File: src/design/ualink_defs.svh
// ============================
// ualink node shared constants
// stream and memory widths, FIFO depth,
// burst length and command opcodes
// ============================

`ifndef UALINK_DEFS_SVH
`define UALINK_DEFS_SVH

// stream and memory word
`define UL_DATA_W 64
`define UL_ADDR_W 8

// ingress buffer of 16 beats by default
`define UL_FIFO_DEPTH_LOG2 4

// words per read or write burst
`define UL_BURST_WORDS 8

// header layout with opcode in 63:48 and start address in 47:40
`define UL_OP_WRITE 16'h0245
`define UL_OP_READ 16'h0145
`define UL_OP_MSB 63
`define UL_ADDR_MSB 47

`endif
File: src/design/ualink_pkg.sv
// ============================
// ualink node types
// words, addresses, stream beat
// and engine states
// ============================

`include "ualink_defs.svh"

package ualink_pkg;

   // one stream or memory word
   typedef logic [`UL_DATA_W-1:0] ul_data_t;

   // line memory address wrapping at 256
   typedef logic [`UL_ADDR_W-1:0] ul_addr_t;

   // opcode field of a header word
   typedef logic [15:0] ul_opcode_t;

   // beat index inside an 8 word burst
   typedef logic [$clog2(`UL_BURST_WORDS)-1:0] ul_burst_cnt_t;

   // one AXI-Stream beat with every byte valid
   typedef struct packed {
      ul_data_t data;
      logic     last;
   } ul_beat_t;

   typedef enum logic [1:0] {
      HEADER, // waiting for a packet head
      PASS,   // forwarding a foreign packet
      WRITE,  // storing burst data
      READ    // streaming burst data out
   } ul_state_e;

endpackage

File: src/design/ualink_rx_fifo.sv
// ============================
// ingress FIFO
// fall-through buffer of stream beats,
// head visible without read latency
// ============================

`timescale 1ns/1ps

`include "ualink_defs.svh"

module ualink_rx_fifo
   import ualink_pkg::*;
#(
   parameter int DEPTH_LOG2 = `UL_FIFO_DEPTH_LOG2
) (
   input  logic     axi_aclk,
   input  logic     axi_resetn,
   input  ul_beat_t wr_beat,
   input  logic     wr_valid,
   output logic     wr_ready,
   output ul_beat_t head,
   output logic     head_valid,
   input  logic     pop
);

   localparam int DEPTH = 1 << DEPTH_LOG2;

   ul_beat_t                mem [DEPTH];
   logic [DEPTH_LOG2-1:0]   wr_ptr;
   logic [DEPTH_LOG2-1:0]   rd_ptr;
   logic [DEPTH_LOG2:0]     count; // one extra bit to tell full from empty
   logic                    push;

   assign wr_ready   = (count != (DEPTH_LOG2 + 1)'(DEPTH));
   assign head_valid = (count != '0);
   assign head       = mem[rd_ptr]; // fall-through head
   assign push       = wr_valid && wr_ready;

   // beat storage
   always_ff @(posedge axi_aclk) begin
      if (push) begin
         mem[wr_ptr] <= wr_beat;
      end
   end

   always_ff @(posedge axi_aclk) begin
      if (!axi_resetn) begin
         wr_ptr <= '0;
         rd_ptr <= '0;
         count  <= '0;
      end else begin
         if (push) begin
            wr_ptr <= wr_ptr + 1'b1;
         end
         if (pop) begin
            rd_ptr <= rd_ptr + 1'b1; // caller only pops a valid head
         end
         case ({push, pop})
            2'b10:   count <= count + 1'b1;
            2'b01:   count <= count - 1'b1;
            default: count <= count; // both or neither
         endcase
      end
   end

endmodule

File: config.mk
export PLATFORM = sky130hd
export DESIGN_NAME = ualink_rx_fifo
export DESIGN_NICKNAME = d
export VERILOG_FILES = /design/src/design/ualink_pkg.sv /design/src/design/ualink_rx_fifo.sv
export VERILOG_INCLUDE_DIRS = /design/src /design/src/design
export SDC_FILE = /design/constraint.sdc
export NUM_CORES = 1
export LEC_CHECK = 0
export BUFFER_PORTS_ARGS = -buffer_cell sky130_fd_sc_hd__buf_2
export CAP_MARGIN = 0
export CORE_MARGIN = 2
export CORE_UTILIZATION = 45
export DETAILED_ROUTE_END_ITERATION = 6
export HOLD_SLACK_MARGIN = 0.02
export PLACE_DENSITY_LB_ADDON = 0.3
export SYNTH_ARGS = -nofsm -noshare
export SYNTH_HDL_FRONTEND = slang
export SYNTH_SLANG_ARGS = --single-unit
export TNS_END_PERCENT = 30
File: constraint.sdc
create_clock -name axi_aclk -period 6.1 [get_ports axi_aclk]
set_clock_uncertainty 0.2 [all_clocks]
set_input_delay 0.61 -clock axi_aclk [delete_from_list [all_inputs] [get_ports axi_aclk]]
set_output_delay 0.61 -clock axi_aclk [all_outputs]
set_load 0.01 [all_outputs]
==> qor.csv <==
stage,metric,value,unit
cts,level count of the clock H-tree,3,
die,Die Y,301,um
global_routing,initial antenna violation count,12,
routing,vias,18200,
job,max-capacitance violation count,0,
timing,RSZ-0062 raised after global routing,false,
layout,fin area,45300,sq um
synthesis,Syn Nets,1779,
pwr,leakage,14.2,nW
global_routing,number of global-route vias before repair,19400,
critical_path,CP max FO,70,
routing,drt wl/cell,26.8,um
timing,final slew viol count,0,
pwr,Power Total,15.4,mW
timing,Slew @ Worst Pin,1.04,ns
placement,Routability Congestion,0.706,
cts,clk sink count,1057,
die,chip width,301,um
timing,worst rel slew slack,30.4,%
die,Site Rows,109,
outcome,outcome,"complete, no violations",
global_routing,first-pass GRT wire length,125000,um
die,Initial Utilization,45.2,%
pwr,maximum vdd drop,0.235,mV
worst_hold_path,Hold Crit Depth,1,
die,I/O pins,136,
cts,post-cts gate resize count,0,
synthesis,post-synthesis sequential area ratio,79.3,%
layout,"commonest non-fill, non-tap cell in the layout",edfxtp_1,
layout,utilization after layout,51.4,%
synthesis,post-synthesis cell type count,38,
synthesis,cell count after synthesis,1701,
cts,Max clock buf depth,3,
layout,layout cells sized above 1,30.4,%
global_routing,total track usage,18.8,%
synthesis,Yosys Warn Count,0,
synthesis,synthesized cell area,39800,sq um
placement,Port Buf Inserts,135,
worst_hold_path,HP Class,input port to flip-flop,
layout,final net count,1969,
timing,crit path time final,4.09,ns
routing,total routed wirelength,84200,um
pwr,P per Cell Area,341,nW/um^2
cts,number of CTS-inserted buffers,106,
routing,1st-iter DRT viols,1546,
critical_path,crit path DAT,3.28,ns
cts,"Setup Fix Bufs, Post-CTS",0,
die,core area,88000,sq um
timing,Final setup viols,0,
synthesis,syn avg cell area,23.4,sq um
cts,Root Buffer Master,clkbuf_16,
global_routing,total grt overflow,0,
routing,DRT Pass-1 Iters,5,
critical_path,CP Launch Type,flip-flop,
routing,Post-route DRC,0,
die,die area,90800,sq um
placement,HPWL after detailed placement,43600,um
placement,area of placed instances,42000,sq um
synthesis,flop and latch count out of synthesis,1057,
routing,Via density,5.80,
layout,most frequent cells in the layout,"1040 x edfxtp_1, 260 x mux4_2, 135 x buf_2",
layout,final-layout fill cell count,6750,
routing,Antenna Nets Post-Route,0,
cts,register clock-pin slew on the reported worst setup and hold paths,0.06,ns
critical_path,critical path class,flip-flop to output port,
global_routing,largest net degree at the start of global routing,88,
cts,Hold Buf Count CTS,0,
timing,final cycle utilization of the critical path,67.1,%
layout,area grow syn2layout,13.7,%
critical_path,CP endpoint kind,output port,
critical_path,r2r worst-path depth,5,
critical_path,Required @ worst endpoint,5.29,ns
timing,Fin. Hold Viols,0,
timing,Max Freq,244,MHz
cts,Clock Latency Late Sink,0.67,ns
cts,TritonCTS clock tree,done,
[cells in the mapped netlist, drive strengths merged]
master	number	area share, %
and4b	1	0.025
nor2	15	0.14
nand4b	1	0.022
o211ai	3	0.091
nor3	5	0.063
a21o	1	0.019
a31oi	1	0.016
nand4	2	0.031
clkbuf	37	0.35
nor2b	5	0.079
nand2b	3	0.047
nor4	1	0.031
dfxtp	17	0.86
a21boi	2	0.047
a211oi	1	0.019
or4	1	0.028
ha	9	0.28
xnor2	5	0.11
o21ai	2	0.025
nand2	76	0.72
o31ai	1	0.019
mux2i	5	0.13
a21oi	1	0.013
inv	4	0.038
mux4	260	15
nand3	1	0.013
or3	1	0.016
buf	57	0.91
nor4bb	1	0.025
a22oi	130	2.5
edfxtp	1040	78
xor2	4	0.088
and2	8	0.13
[worst max-delay path, cell delays in order, from the launching register on]
cell and delay (ns):
dfxtp_4 0.82, buf_12 0.55, mux4_2 0.58, a22oi_1 0.21, nand2_1 0.20, buf_2 0.20
[registers in the layout, indices dropped and copies added (netlist names), named ones only]
| name | count |
|---|---|
| count | 5 |
| mem | 1040 |
| rd_ptr | 4 |
| wr_ptr | 4 |
[power by group]
| group | leakage, nW | switching [mW] | total [mW] | internal (mW) |
|---|---|---|---|---|
| logic | 3.06 | 0.639 | 1.13 | 0.492 |
| registers | 9.53 | 0.0699 | 8.20 | 8.13 |
| clock network | 1.57 | 2.60 | 6.09 | 3.48 |
| total | 14.2 | 3.31 | 15.4 | 12.1 |
[worst paths after layout]
kind	startpoint	endpoint	slack [ns]
worst max-delay path	flip-flop	head[15]	2.01
worst min-delay path	wr_beat[14]	mem[8][14]	0.11
worst max register to register	count[1]	mem[12][52]	2.67
worst min register to register	count[4]	count[4]	0.31
[cell type report]
cell class              count  area (sq um)  area share (%)
well taps                1165          1460            3.22
diodes                      2          5.00          0.0111
inverters                   4          15.0          0.0332
clock buffers             131          2790            6.16
repair buffers            176          1100            2.42
clock inverters            55           454            1.00
multi-input cells         546          7860            17.4
flip-flops and latches   1057         31600            69.8
[layer usage]
layer  global-route usage [%]  vias up  share of wire, %
li1                         -     7654                 -
met1                     25.8     9831                42
met2                     31.4      545                50
met3                     3.61      135               6.2
met4                     4.62       16               1.7
met5                        0        -              0.14
[metrics by stage]
step | setup TNS (ns) | hold slack [ns] | setup WS, ns | cells
5_1_grt | 0 | 0.0988 | 1.75 | 3134
6_report | 0 | 0.111 | 2.01 | 3136
3_3_place_gp | 0 | 0.288 | 2.52 | 2948
4_1_cts | 0 | 0.0687 | 1.87 | 3134
3_5_place_dp | 0 | 0.302 | 2.49 | 2948
2_1_floorplan | -17.00 | 0.272 | -0.131 | 1701
[cells by family (layout without fill, tap and decap cells)]
group,count (synthesis),after routing,share of synthesized area [%]
flip-flops,1057,1057,79.3
multiplexers,265,265,14.8
AO/OA/AOI/OAI,142,142,2.70
AND/OR/NAND/NOR,121,121,1.36
buffers and inverters,98,366,1.29
adder cells (fa/ha/maj),9,9,0.283
XOR/XNOR,9,9,0.198
other,0,2,0
Note: power is estimated with default switching activity, not from simulation.
