File: config.mk
export PLATFORM = sky130hd
export DESIGN_NAME = ualink_cmd_engine
export DESIGN_NICKNAME = d
export VERILOG_FILES = /design/src/design/ualink_pkg.sv /design/src/design/ualink_cmd_engine.sv
export VERILOG_INCLUDE_DIRS = /design/src /design/src/design
export SDC_FILE = /design/constraint.sdc
export NUM_CORES = 1
export LEC_CHECK = 0
export ABC_CLOCK_PERIOD_IN_PS = 7000
export BUFFER_PORTS_ARGS = -buffer_cell sky130_fd_sc_hd__buf_2
export CORE_MARGIN = 10
export CORE_UTILIZATION = 46
export DETAILED_ROUTE_END_ITERATION = 10
export PLACE_DENSITY_LB_ADDON = 0.1
export SLEW_MARGIN = 25
export SYNTH_ARGS = -nofsm -noshare
export SYNTH_HDL_FRONTEND = slang
export SYNTH_SLANG_ARGS = --single-unit
File: constraint.sdc
create_clock -name axi_aclk -period 7 [get_ports axi_aclk]
set_input_delay 1.4 -clock axi_aclk [delete_from_list [all_inputs] [get_ports axi_aclk]]
set_output_delay 1.4 -clock axi_aclk [all_outputs]
set_load 0.005 [all_outputs]
File: src/design/ualink_defs.svh
// ============================
// ualink node shared constants
// stream and memory widths, FIFO depth,
// burst length and command opcodes
// ============================

`ifndef UALINK_DEFS_SVH
`define UALINK_DEFS_SVH

// stream and memory word
`define UL_DATA_W 64
`define UL_ADDR_W 8

// ingress buffer of 16 beats by default
`define UL_FIFO_DEPTH_LOG2 4

// words per read or write burst
`define UL_BURST_WORDS 8

// header layout with opcode in 63:48 and start address in 47:40
`define UL_OP_WRITE 16'h0245
`define UL_OP_READ 16'h0145
`define UL_OP_MSB 63
`define UL_ADDR_MSB 47

`endif
File: src/design/ualink_pkg.sv
// ============================
// ualink node types
// words, addresses, stream beat
// and engine states
// ============================

`include "ualink_defs.svh"

package ualink_pkg;

   // one stream or memory word
   typedef logic [`UL_DATA_W-1:0] ul_data_t;

   // line memory address wrapping at 256
   typedef logic [`UL_ADDR_W-1:0] ul_addr_t;

   // opcode field of a header word
   typedef logic [15:0] ul_opcode_t;

   // beat index inside an 8 word burst
   typedef logic [$clog2(`UL_BURST_WORDS)-1:0] ul_burst_cnt_t;

   // one AXI-Stream beat with every byte valid
   typedef struct packed {
      ul_data_t data;
      logic     last;
   } ul_beat_t;

   typedef enum logic [1:0] {
      HEADER, // waiting for a packet head
      PASS,   // forwarding a foreign packet
      WRITE,  // storing burst data
      READ    // streaming burst data out
   } ul_state_e;

endpackage

File: src/design/ualink_cmd_engine.sv
// ============================
// command engine
// decodes packet headers, runs memory write
// and read bursts, forwards other packets
// ============================

`timescale 1ns/1ps

`include "ualink_defs.svh"

module ualink_cmd_engine
   import ualink_pkg::*;
(
   input  logic     axi_aclk,
   input  logic     axi_resetn,
   // ingress FIFO head
   input  ul_beat_t head,
   input  logic     head_valid,
   output logic     pop,
   // line memory
   output logic     wr_en,
   output ul_addr_t wr_addr,
   output ul_data_t wr_data,
   output logic     rd_en,
   output ul_addr_t rd_addr,
   input  ul_data_t rd_data,
   // egress stream
   output ul_beat_t m_beat,
   output logic     m_valid,
   input  logic     m_ready
);

   localparam ul_burst_cnt_t LAST_IDX = ul_burst_cnt_t'(`UL_BURST_WORDS - 1);

   ul_state_e     state;
   ul_state_e     state_next;
   ul_burst_cnt_t burst_cnt;  // beats written or reads issued
   ul_addr_t      base_addr;
   ul_beat_t      resp_beat;  // read response register
   logic          resp_valid;
   logic          rd_pending; // memory word waiting in rd_data
   logic          rd_last;    // pending word is the last of the burst
   logic          rd_done;    // all reads of the burst issued
   logic          rd_load;

   ul_opcode_t    hdr_op;
   ul_addr_t      hdr_addr;
   logic          is_write;
   logic          is_read;

   // header fields
   assign hdr_op   = head.data[`UL_OP_MSB -: 16];
   assign hdr_addr = head.data[`UL_ADDR_MSB -: `UL_ADDR_W];
   assign is_write = (hdr_op == `UL_OP_WRITE);
   assign is_read  = (hdr_op == `UL_OP_READ);

   // addresses wrap in 8 bits
   assign wr_addr = base_addr + ul_addr_t'(burst_cnt);
   assign rd_addr = base_addr + ul_addr_t'(burst_cnt);
   assign wr_data = head.data;

   // move returned word into the response register once it is free
   assign rd_load = rd_pending && (!resp_valid || m_ready);

   always_comb begin
      state_next = state;
      pop        = 1'b0;
      wr_en      = 1'b0;
      rd_en      = 1'b0;
      m_valid    = 1'b0;
      m_beat     = resp_beat;
      case (state)
         HEADER: begin
            if (head_valid) begin
               if (is_write || is_read) begin
                  pop        = 1'b1; // command headers are consumed here
                  state_next = is_write ? WRITE : READ;
               end else begin
                  state_next = PASS; // header goes out with the packet
               end
            end
         end
         PASS: begin
            m_beat  = head;
            m_valid = head_valid;
            pop     = head_valid && m_ready;
            if (pop && head.last) begin
               state_next = HEADER;
            end
         end
         WRITE: begin
            pop   = head_valid;
            wr_en = head_valid;
            if (head_valid && burst_cnt == LAST_IDX) begin
               state_next = HEADER;
            end
         end
         READ: begin
            m_valid = resp_valid;
            rd_en   = !rd_done && (!resp_valid || m_ready);
            if (resp_valid && m_ready && resp_beat.last) begin
               state_next = HEADER;
            end
         end
         default: state_next = HEADER;
      endcase
   end

   always_ff @(posedge axi_aclk) begin
      if (!axi_resetn) begin
         state      <= HEADER;
         burst_cnt  <= '0;
         resp_valid <= 1'b0;
         rd_pending <= 1'b0;
         rd_last    <= 1'b0;
         rd_done    <= 1'b0;
      end else begin
         state <= state_next;
         if (state == HEADER) begin
            burst_cnt <= '0;
            rd_done   <= 1'b0;
         end else if (wr_en || rd_en) begin
            burst_cnt <= burst_cnt + 1'b1; // wraps to zero after the 8th
         end
         if (rd_en && burst_cnt == LAST_IDX) begin
            rd_done <= 1'b1;
         end
         if (rd_en) begin
            rd_pending <= 1'b1;
            rd_last    <= (burst_cnt == LAST_IDX);
         end else if (rd_load) begin
            rd_pending <= 1'b0;
         end
         if (rd_load) begin
            resp_valid <= 1'b1;
         end else if (resp_valid && m_ready) begin
            resp_valid <= 1'b0;
         end
      end
   end

   // payload registers
   always_ff @(posedge axi_aclk) begin
      if (state == HEADER && pop) begin
         base_addr <= hdr_addr;
      end
      if (rd_load) begin
         resp_beat.data <= rd_data;
         resp_beat.last <= rd_last;
      end
   end

endmodule

==> out/summary.txt, run 1 <==
Clk network pwr share - 32.6%
DR vias - 3067
Max stage delay on crit path - 750 ps
wire per inst - 19.9 um
maxcap violations - 0
Net Switching - 258 uW
slew margin rel. - 46.5%
register clock-pin slew on the reported worst setup and hold paths - 80 ps
Die Ht - 116 um
yosys warns - 0
CP Cell Sequence - nor2b_4 > buf_4 > mux2_2 > buf_2
ys async rst share - 0%
leakage - 0.00244 uW
Ports - 282
syn_nets - 450
Layout area overhead - 27.6%
post-route ant nets - 0
Worst Setup Slack, final - 2810 ps
H-tree depth - 3
Tmin final - 4190 ps
antenna fix cells - 0
largest net degree at the start of global routing - 39
fin crit share - 59.9%
Avg Inst Size Synth - 13.8 sq um
post-synth top area cell - edfxtp_1
Most used DFF post-synth - edfxtp_1
root buffer cell - clkbuf_8
Final TNS setup - 0 ps
top cell type's share of synthesized area - 51.2%
final hold violations - 0
RSZ-0062 raised after global routing - no
first-pass GRT wire length - 18100 um
WL final - 12800 um
Post-synth EDFFs - 73
drt first pass iters - 4
Int Pwr - 852 uW
post-CTS sizing - 0
I/O Buffers - 281
maximum vdd drop - 117 uV
Tot GR Track Use - 17.7%
skew final - 11.4 ps
DR iter-0 viols - 146
CTS Hold Buffers Added - 0
Post-DP Area - 5250 sq um
layout cells sized above 1 - 69.0%
Area contributors post-synth - edfxtp_1 51%, mux2_2 17%, buf_4 13%
sw frac - 23.2%
Slew @ Worst Pin - 800 ps
CORE AREA - 9150 sq um
Post-Layout Inst Area - 5460 sq um
#FFs+latches synth - 82
f_max - 238 MHz
pre-CTS WS - 3090 ps
cell area power density - 203 nW/um^2
Yosys cell types - 37
TritonCTS clock tree - done
Critical Path Source Type - flop
GPL Wtd Cong - 0.811
most frequent cell after synthesis - buf_4
top cells by instance count after synthesis - 76 x buf_4, 73 x edfxtp_1, 65 x mux2_2
critical path's slowest cell - nor2b_4
Cells after Synth - 311
# rows - 35
clk_lat worst skew - 340 ps
Crit Path Category - reg2out
Flop pwr share - 48.2%
post-synth design cell area - 4280 sq um
DR DRC count - 0
number of global-route vias before repair - 3299
GRT overflow - 0
Critical Path AT - 2790 ps
CTS Sinks - 82
CP Capture Type - output pin
Final HPWL DP - 10700 um
vias per inst - 4.79
HP Class - reg2reg
final net count - 663
Final Max Slew Viols - 0
CTS buffer count - 9
initial antenna violation count - 1
setup violators final - 0
Setup Buffers After CTS - 0
critical path peak fanout - 38
Comb pwr share - 19.2%
WP data required - 5600 ps
clk buf depth - 2
Die X - 116 um
die area - 13600 sq um
Initial Utilization - 46.7%
status - finished clean
sequential share of the synthesized area - 55.5%
-- layer usage --
layer / vias to the layer above / wire length, um / GRT usage [%]
li1: 1481 / - / -
met1: 1415 / 4390 / 18.2
met2: 151 / 6660 / 30.2
met3: 18 / 1460 / 8.89
met4: 2 / 228 / 7.01
met5: - / 18 / 0
-- through the flow --
stage	std cells	utilization (%)	total power [uW]	hold slack [ps]
2_1_floorplan	311	-	675	408
3_3_place_gp	624	57.4	763	429
3_5_place_dp	624	57.4	764	426
4_1_cts	640	59.6	1130	443
5_1_grt	640	59.6	1170	438
6_report	640	59.6	1110	441
-- critical path, delay by kind of cell (launching register included) --
kind,cells,cell delay (ps)
simple gates,1,750
buf+inv,2,680
flops,1,580
mux,1,400
-- registers in the layout (all words and copies together), names as in the netlist --
signal and cells:
resp_valid 1, burst_cnt 3, base_addr 8, rd_pending 1, rd_done 1, state 2, rd_last 1, resp_beat 65
-- final timing paths --
kind	from	endpoint	slack (ps)	cells past startpoint
hold reg to reg	rd_last	resp_beat[0]	440	0
setup reg to reg	resp_valid	resp_beat[49]	4880	3
setup / recovery	state[0]	m_beat[62]	2810	4
hold / removal	rd_last	resp_beat[0]	440	0
-- cell usage in the layout (no fill, tap or decap), drive strengths merged, types with 3 or more instances in the layout --
master  instances
mux2           65
nor2            5
edfxtp         73
nand2           9
nand4           4
a21oi           5
inv             9
clkinv          3
mux2i           4
buf           283
nor2b           5
and2            3
nand2b          3
xnor2           5
dfxtp           9
ha              5
clkbuf         10
-- power by group through the flow --
| stage | combinational, uW | sequential [uW] | clock (uW) |
|---|---|---|---|
| 2_1_floorplan | 131 | 544 | 0 |
| 3_3_place_gp | 216 | 547 | 0 |
| 6_report | 213 | 536 | 361 |
| 4_1_cts | 218 | 535 | 374 |
| 3_5_place_dp | 218 | 547 | 0 |
| 5_1_grt | 234 | 536 | 398 |
-- area by class of cell --
class	count	area (sq um)
clock inverters	6	80.1
inverters	8	30.0
multi-input cells	140	1290
flip-flops and latches	82	2370
repair buffers	283	1420
clock buffers	10	128
fillers	792	3690
well taps	111	139
-- cells by family after synthesis --
| group | count (synthesis) | share of synthesized area [%] |
|---|---|---|
| buf+inv | 89 | 14.6 |
| mux | 69 | 18.0 |
| simple gates | 39 | 5.26 |
| compound gates | 19 | 3.25 |
| fa+ha+maj | 6 | 1.93 |
| flops | 82 | 55.5 |
| xor+xnor | 7 | 1.43 |
No activity file was read; power rests on OpenSTA's default activity.
==> run 2, diff against run 1 <==
--- a/config.mk
+++ b/config.mk
@@ -6,10 +6,10 @@
 export SDC_FILE = /design/constraint.sdc
 export NUM_CORES = 1
 export LEC_CHECK = 0
-export ABC_CLOCK_PERIOD_IN_PS = 7000
+export ABC_CLOCK_PERIOD_IN_PS = 3600
 export BUFFER_PORTS_ARGS = -buffer_cell sky130_fd_sc_hd__buf_2
 export CORE_MARGIN = 10
-export CORE_UTILIZATION = 46
+export CORE_UTILIZATION = 38
 export DETAILED_ROUTE_END_ITERATION = 10
 export PLACE_DENSITY_LB_ADDON = 0.1
 export SLEW_MARGIN = 25
==> constraint.sdc (replaced) <==
create_clock -name axi_aclk -period 3.6 [get_ports axi_aclk]
set_input_delay 0.72 -clock axi_aclk [delete_from_list [all_inputs] [get_ports axi_aclk]]
set_output_delay 0.72 -clock axi_aclk [all_outputs]
set_load 0.005 [all_outputs]
==> run 2 against run 1 <==
Net effect:
- critical path type unchanged
- global-route usage shrank 1.5 points
- sequential share of layout area shrank 1.0 points
- sequential power up 94%
- clock skew decreased by 6.2 ps
- register-to-register slack worse by 3300 ps
- flip-flop and latch count did not move
- hold slack improved by 37 ps
- largest power group unchanged
- die area is 17% higher
==> out/summary.txt, run 2 (synthesis results as in run 1) <==
Critical Path AT - 2090 ps (-700 ps)
largest net degree at the start of global routing - 43 (+10%)
clk_lat worst skew - 320 ps (-20 ps)
slew margin rel. - 52.6% (+6.1 points)
Tmin final - 2810 ps
cell area power density - 417 nW/um^2 (+110%)
critical path peak fanout - 4 (-89%)
Setup crit start - burst_cnt[0]
Hold Path Sink - rd_pending
worst r2r dst - base_addr[2]
CTS buffer count - 9 (unchanged)
CTS Hold Buffers Added - 0 (unchanged)
commonest non-fill, non-tap cells in the layout - 281 x buf_2, 73 x edfxtp_1, 65 x mux2_2
drt first pass iters - 4 (unchanged)
skew final - 5.21 ps (-6.18 ps)
H-tree depth - 3 (unchanged)
CP Cell Sequence - ha_1 > inv_1 > fa_1 > nor2b_1 > o2111ai_1 > xnor2_1 > buf_2
Post-Layout Inst Area - 5590 sq um (+2.4%)
leakage - 0.00248 uW (+1.7%)
HP Class - reg2reg
FF-to-FF path depth - 2 (-1)
maximum vdd drop - 173 uV (+48%)
I/O Buffers - 281 (unchanged)
Hold Slack - 478 ps (+36.5 ps)
DR iter-0 viols - 84 (-42%)
wire per inst - 20.3 um (+1.7%)
GPL Wtd Cong - 0.759 (-6.4%)
most common cell after layout, fill and taps aside - buf_2
Tot GR Track Use - 16.2% (-1.5 points)
Hold Path Origin - rd_pending
Slew @ Worst Pin - 708 ps (-92.6 ps)
Die Ht - 126 um (+8.3%)
layout cells sized above 1 - 69.2% (+0.19 points)
# rows - 38 (+8.6%)
f_max - 356 MHz
Setup Buffers After CTS - 0 (unchanged)
Final TNS setup - 0 ps (unchanged)
Top reg by flops - resp_beat
pre-CTS WS - 767 ps (-2330 ps)
maxcap violations - 0 (unchanged)
critical path's slowest cell - dfxtp_1
number of global-route vias before repair - 3477 (+5.4%)
CTS Sinks - 82 (unchanged)
RSZ-0062 raised after global routing - no
post-route ant nets - 0 (unchanged)
utilization after layout - 51.1% (-8.5 points)
Critical path buffers and inverters - 2 (unchanged)
status - finished clean
Layout area overhead - 30.7%
DR DRC count - 0 (unchanged)
CORE AREA - 10900 sq um (+19%)
Die X - 126 um (+8.3%)
Post-DP Area - 5310 sq um (+1.1%)
TritonCTS clock tree - done
root buffer cell - clkbuf_16
Crit Path Category - reg2out
Critical Path Source Type - flop
CP Capture Type - output pin
Worst Setup Slack, final - 793 ps (-2010 ps)
Initial Utilization - 39.1% (-7.6 points)
Max stage delay on crit path - 400 ps (-350 ps)
number of flip-flops in the largest register - 65 (unchanged)
Largest regs - resp_beat: 65 flops, base_addr: 8 flops, burst_cnt: 3 flops
final net count - 664 (+0.15%)
clk buf depth - 2 (unchanged)
vias per inst - 4.59 (-4.3%)
reg-to-reg startpoint - state[1]
hold depth - 2 (+2)
fin crit share - 78.0%
post-CTS sizing - 0 (unchanged)
DR vias - 3078 (+0.36%)
Final Max Slew Viols - 0 (unchanged)
die area - 15900 sq um (+17%)
WP data required - 2880 ps (-2720 ps)
GRT overflow - 0 (unchanged)
initial antenna violation count - 3 (+2)
register clock-pin slew on the reported worst setup and hold paths - 60 ps (-20 ps)
CP delay by family, top - adder cells
first-pass GRT wire length - 20000 um (+10%)
setup violators final - 0 (unchanged)
FF-to-FF setup slack - 1600 ps (-3280 ps)
Ports - 282 (unchanged)
filler cell count - 1020 (+29%)
WL final - 13600 um (+6.6%)
final hold violations - 0 (unchanged)
Final HPWL DP - 11500 um (+6.9%)
==> run 2: how the worst max path moves through the flow <==
stage | endpoint | slack (ps) | cells past startpoint
2_1_floorplan | resp_beat[0] | 710 | 2
4_1_cts | wr_addr[4] | 740 | 7
3_5_place_dp | pop | 770 | 5
3_3_place_gp | pop | 850 | 5
5_1_grt | wr_addr[6] | 630 | 7
6_report | wr_addr[6] | 790 | 7
==> run 2: tightest hold or removal path, delay by kind of cell (launching register included) <==
kind / cells / cell delay, ps
AO/OA/AOI/OAI: 1 / 60
AND/OR/NAND/NOR: 1 / 60
flip-flops: 1 / 320
==> run 2: report_power, final <==
part	internal, uW	switching [uW]
registers	1040	6.84
clock network	529	339
logic	238	183
==> run 2: routing by layer <==
| metal | GRT usage (%) | part of all wire (%) | vias up | routed length (um) |
|---|---|---|---|---|
| li1 | - | - | 1496 | - |
| met1 | 16.3 | 36 | 1406 | 4900 |
| met2 | 27.8 | 51 | 163 | 6880 |
| met3 | 8.93 | 12 | 11 | 1650 |
| met4 | 5.22 | 1.3 | 2 | 174 |
| met5 | 0 | 0.059 | - | 8 |
==> run 2: area by class of cell <==
type / count / area (sq um) / share of cell area (%)
Timing Repair Buffer: 284 / 1440 / 25.8
Inverter: 8 / 30.0 / 0.537
Tap cell: 140 / 175 / 3.13
Clock buffer: 11 / 233 / 4.16
Sequential cell: 82 / 2370 / 42.4
Clock inverter: 4 / 43.8 / 0.784
Multi-Input combinational cell: 140 / 1290 / 23.1
Antenna cell: 2 / 5.00 / 0.0895
==> run 2: through the flow <==
step | total power, uW | std cells
floorplan | 1310 | 311
global placement | 1490 | 654
detailed placement | 1490 | 654
CTS | 2370 | 669
global route | 2440 | 669
finish | 2330 | 671
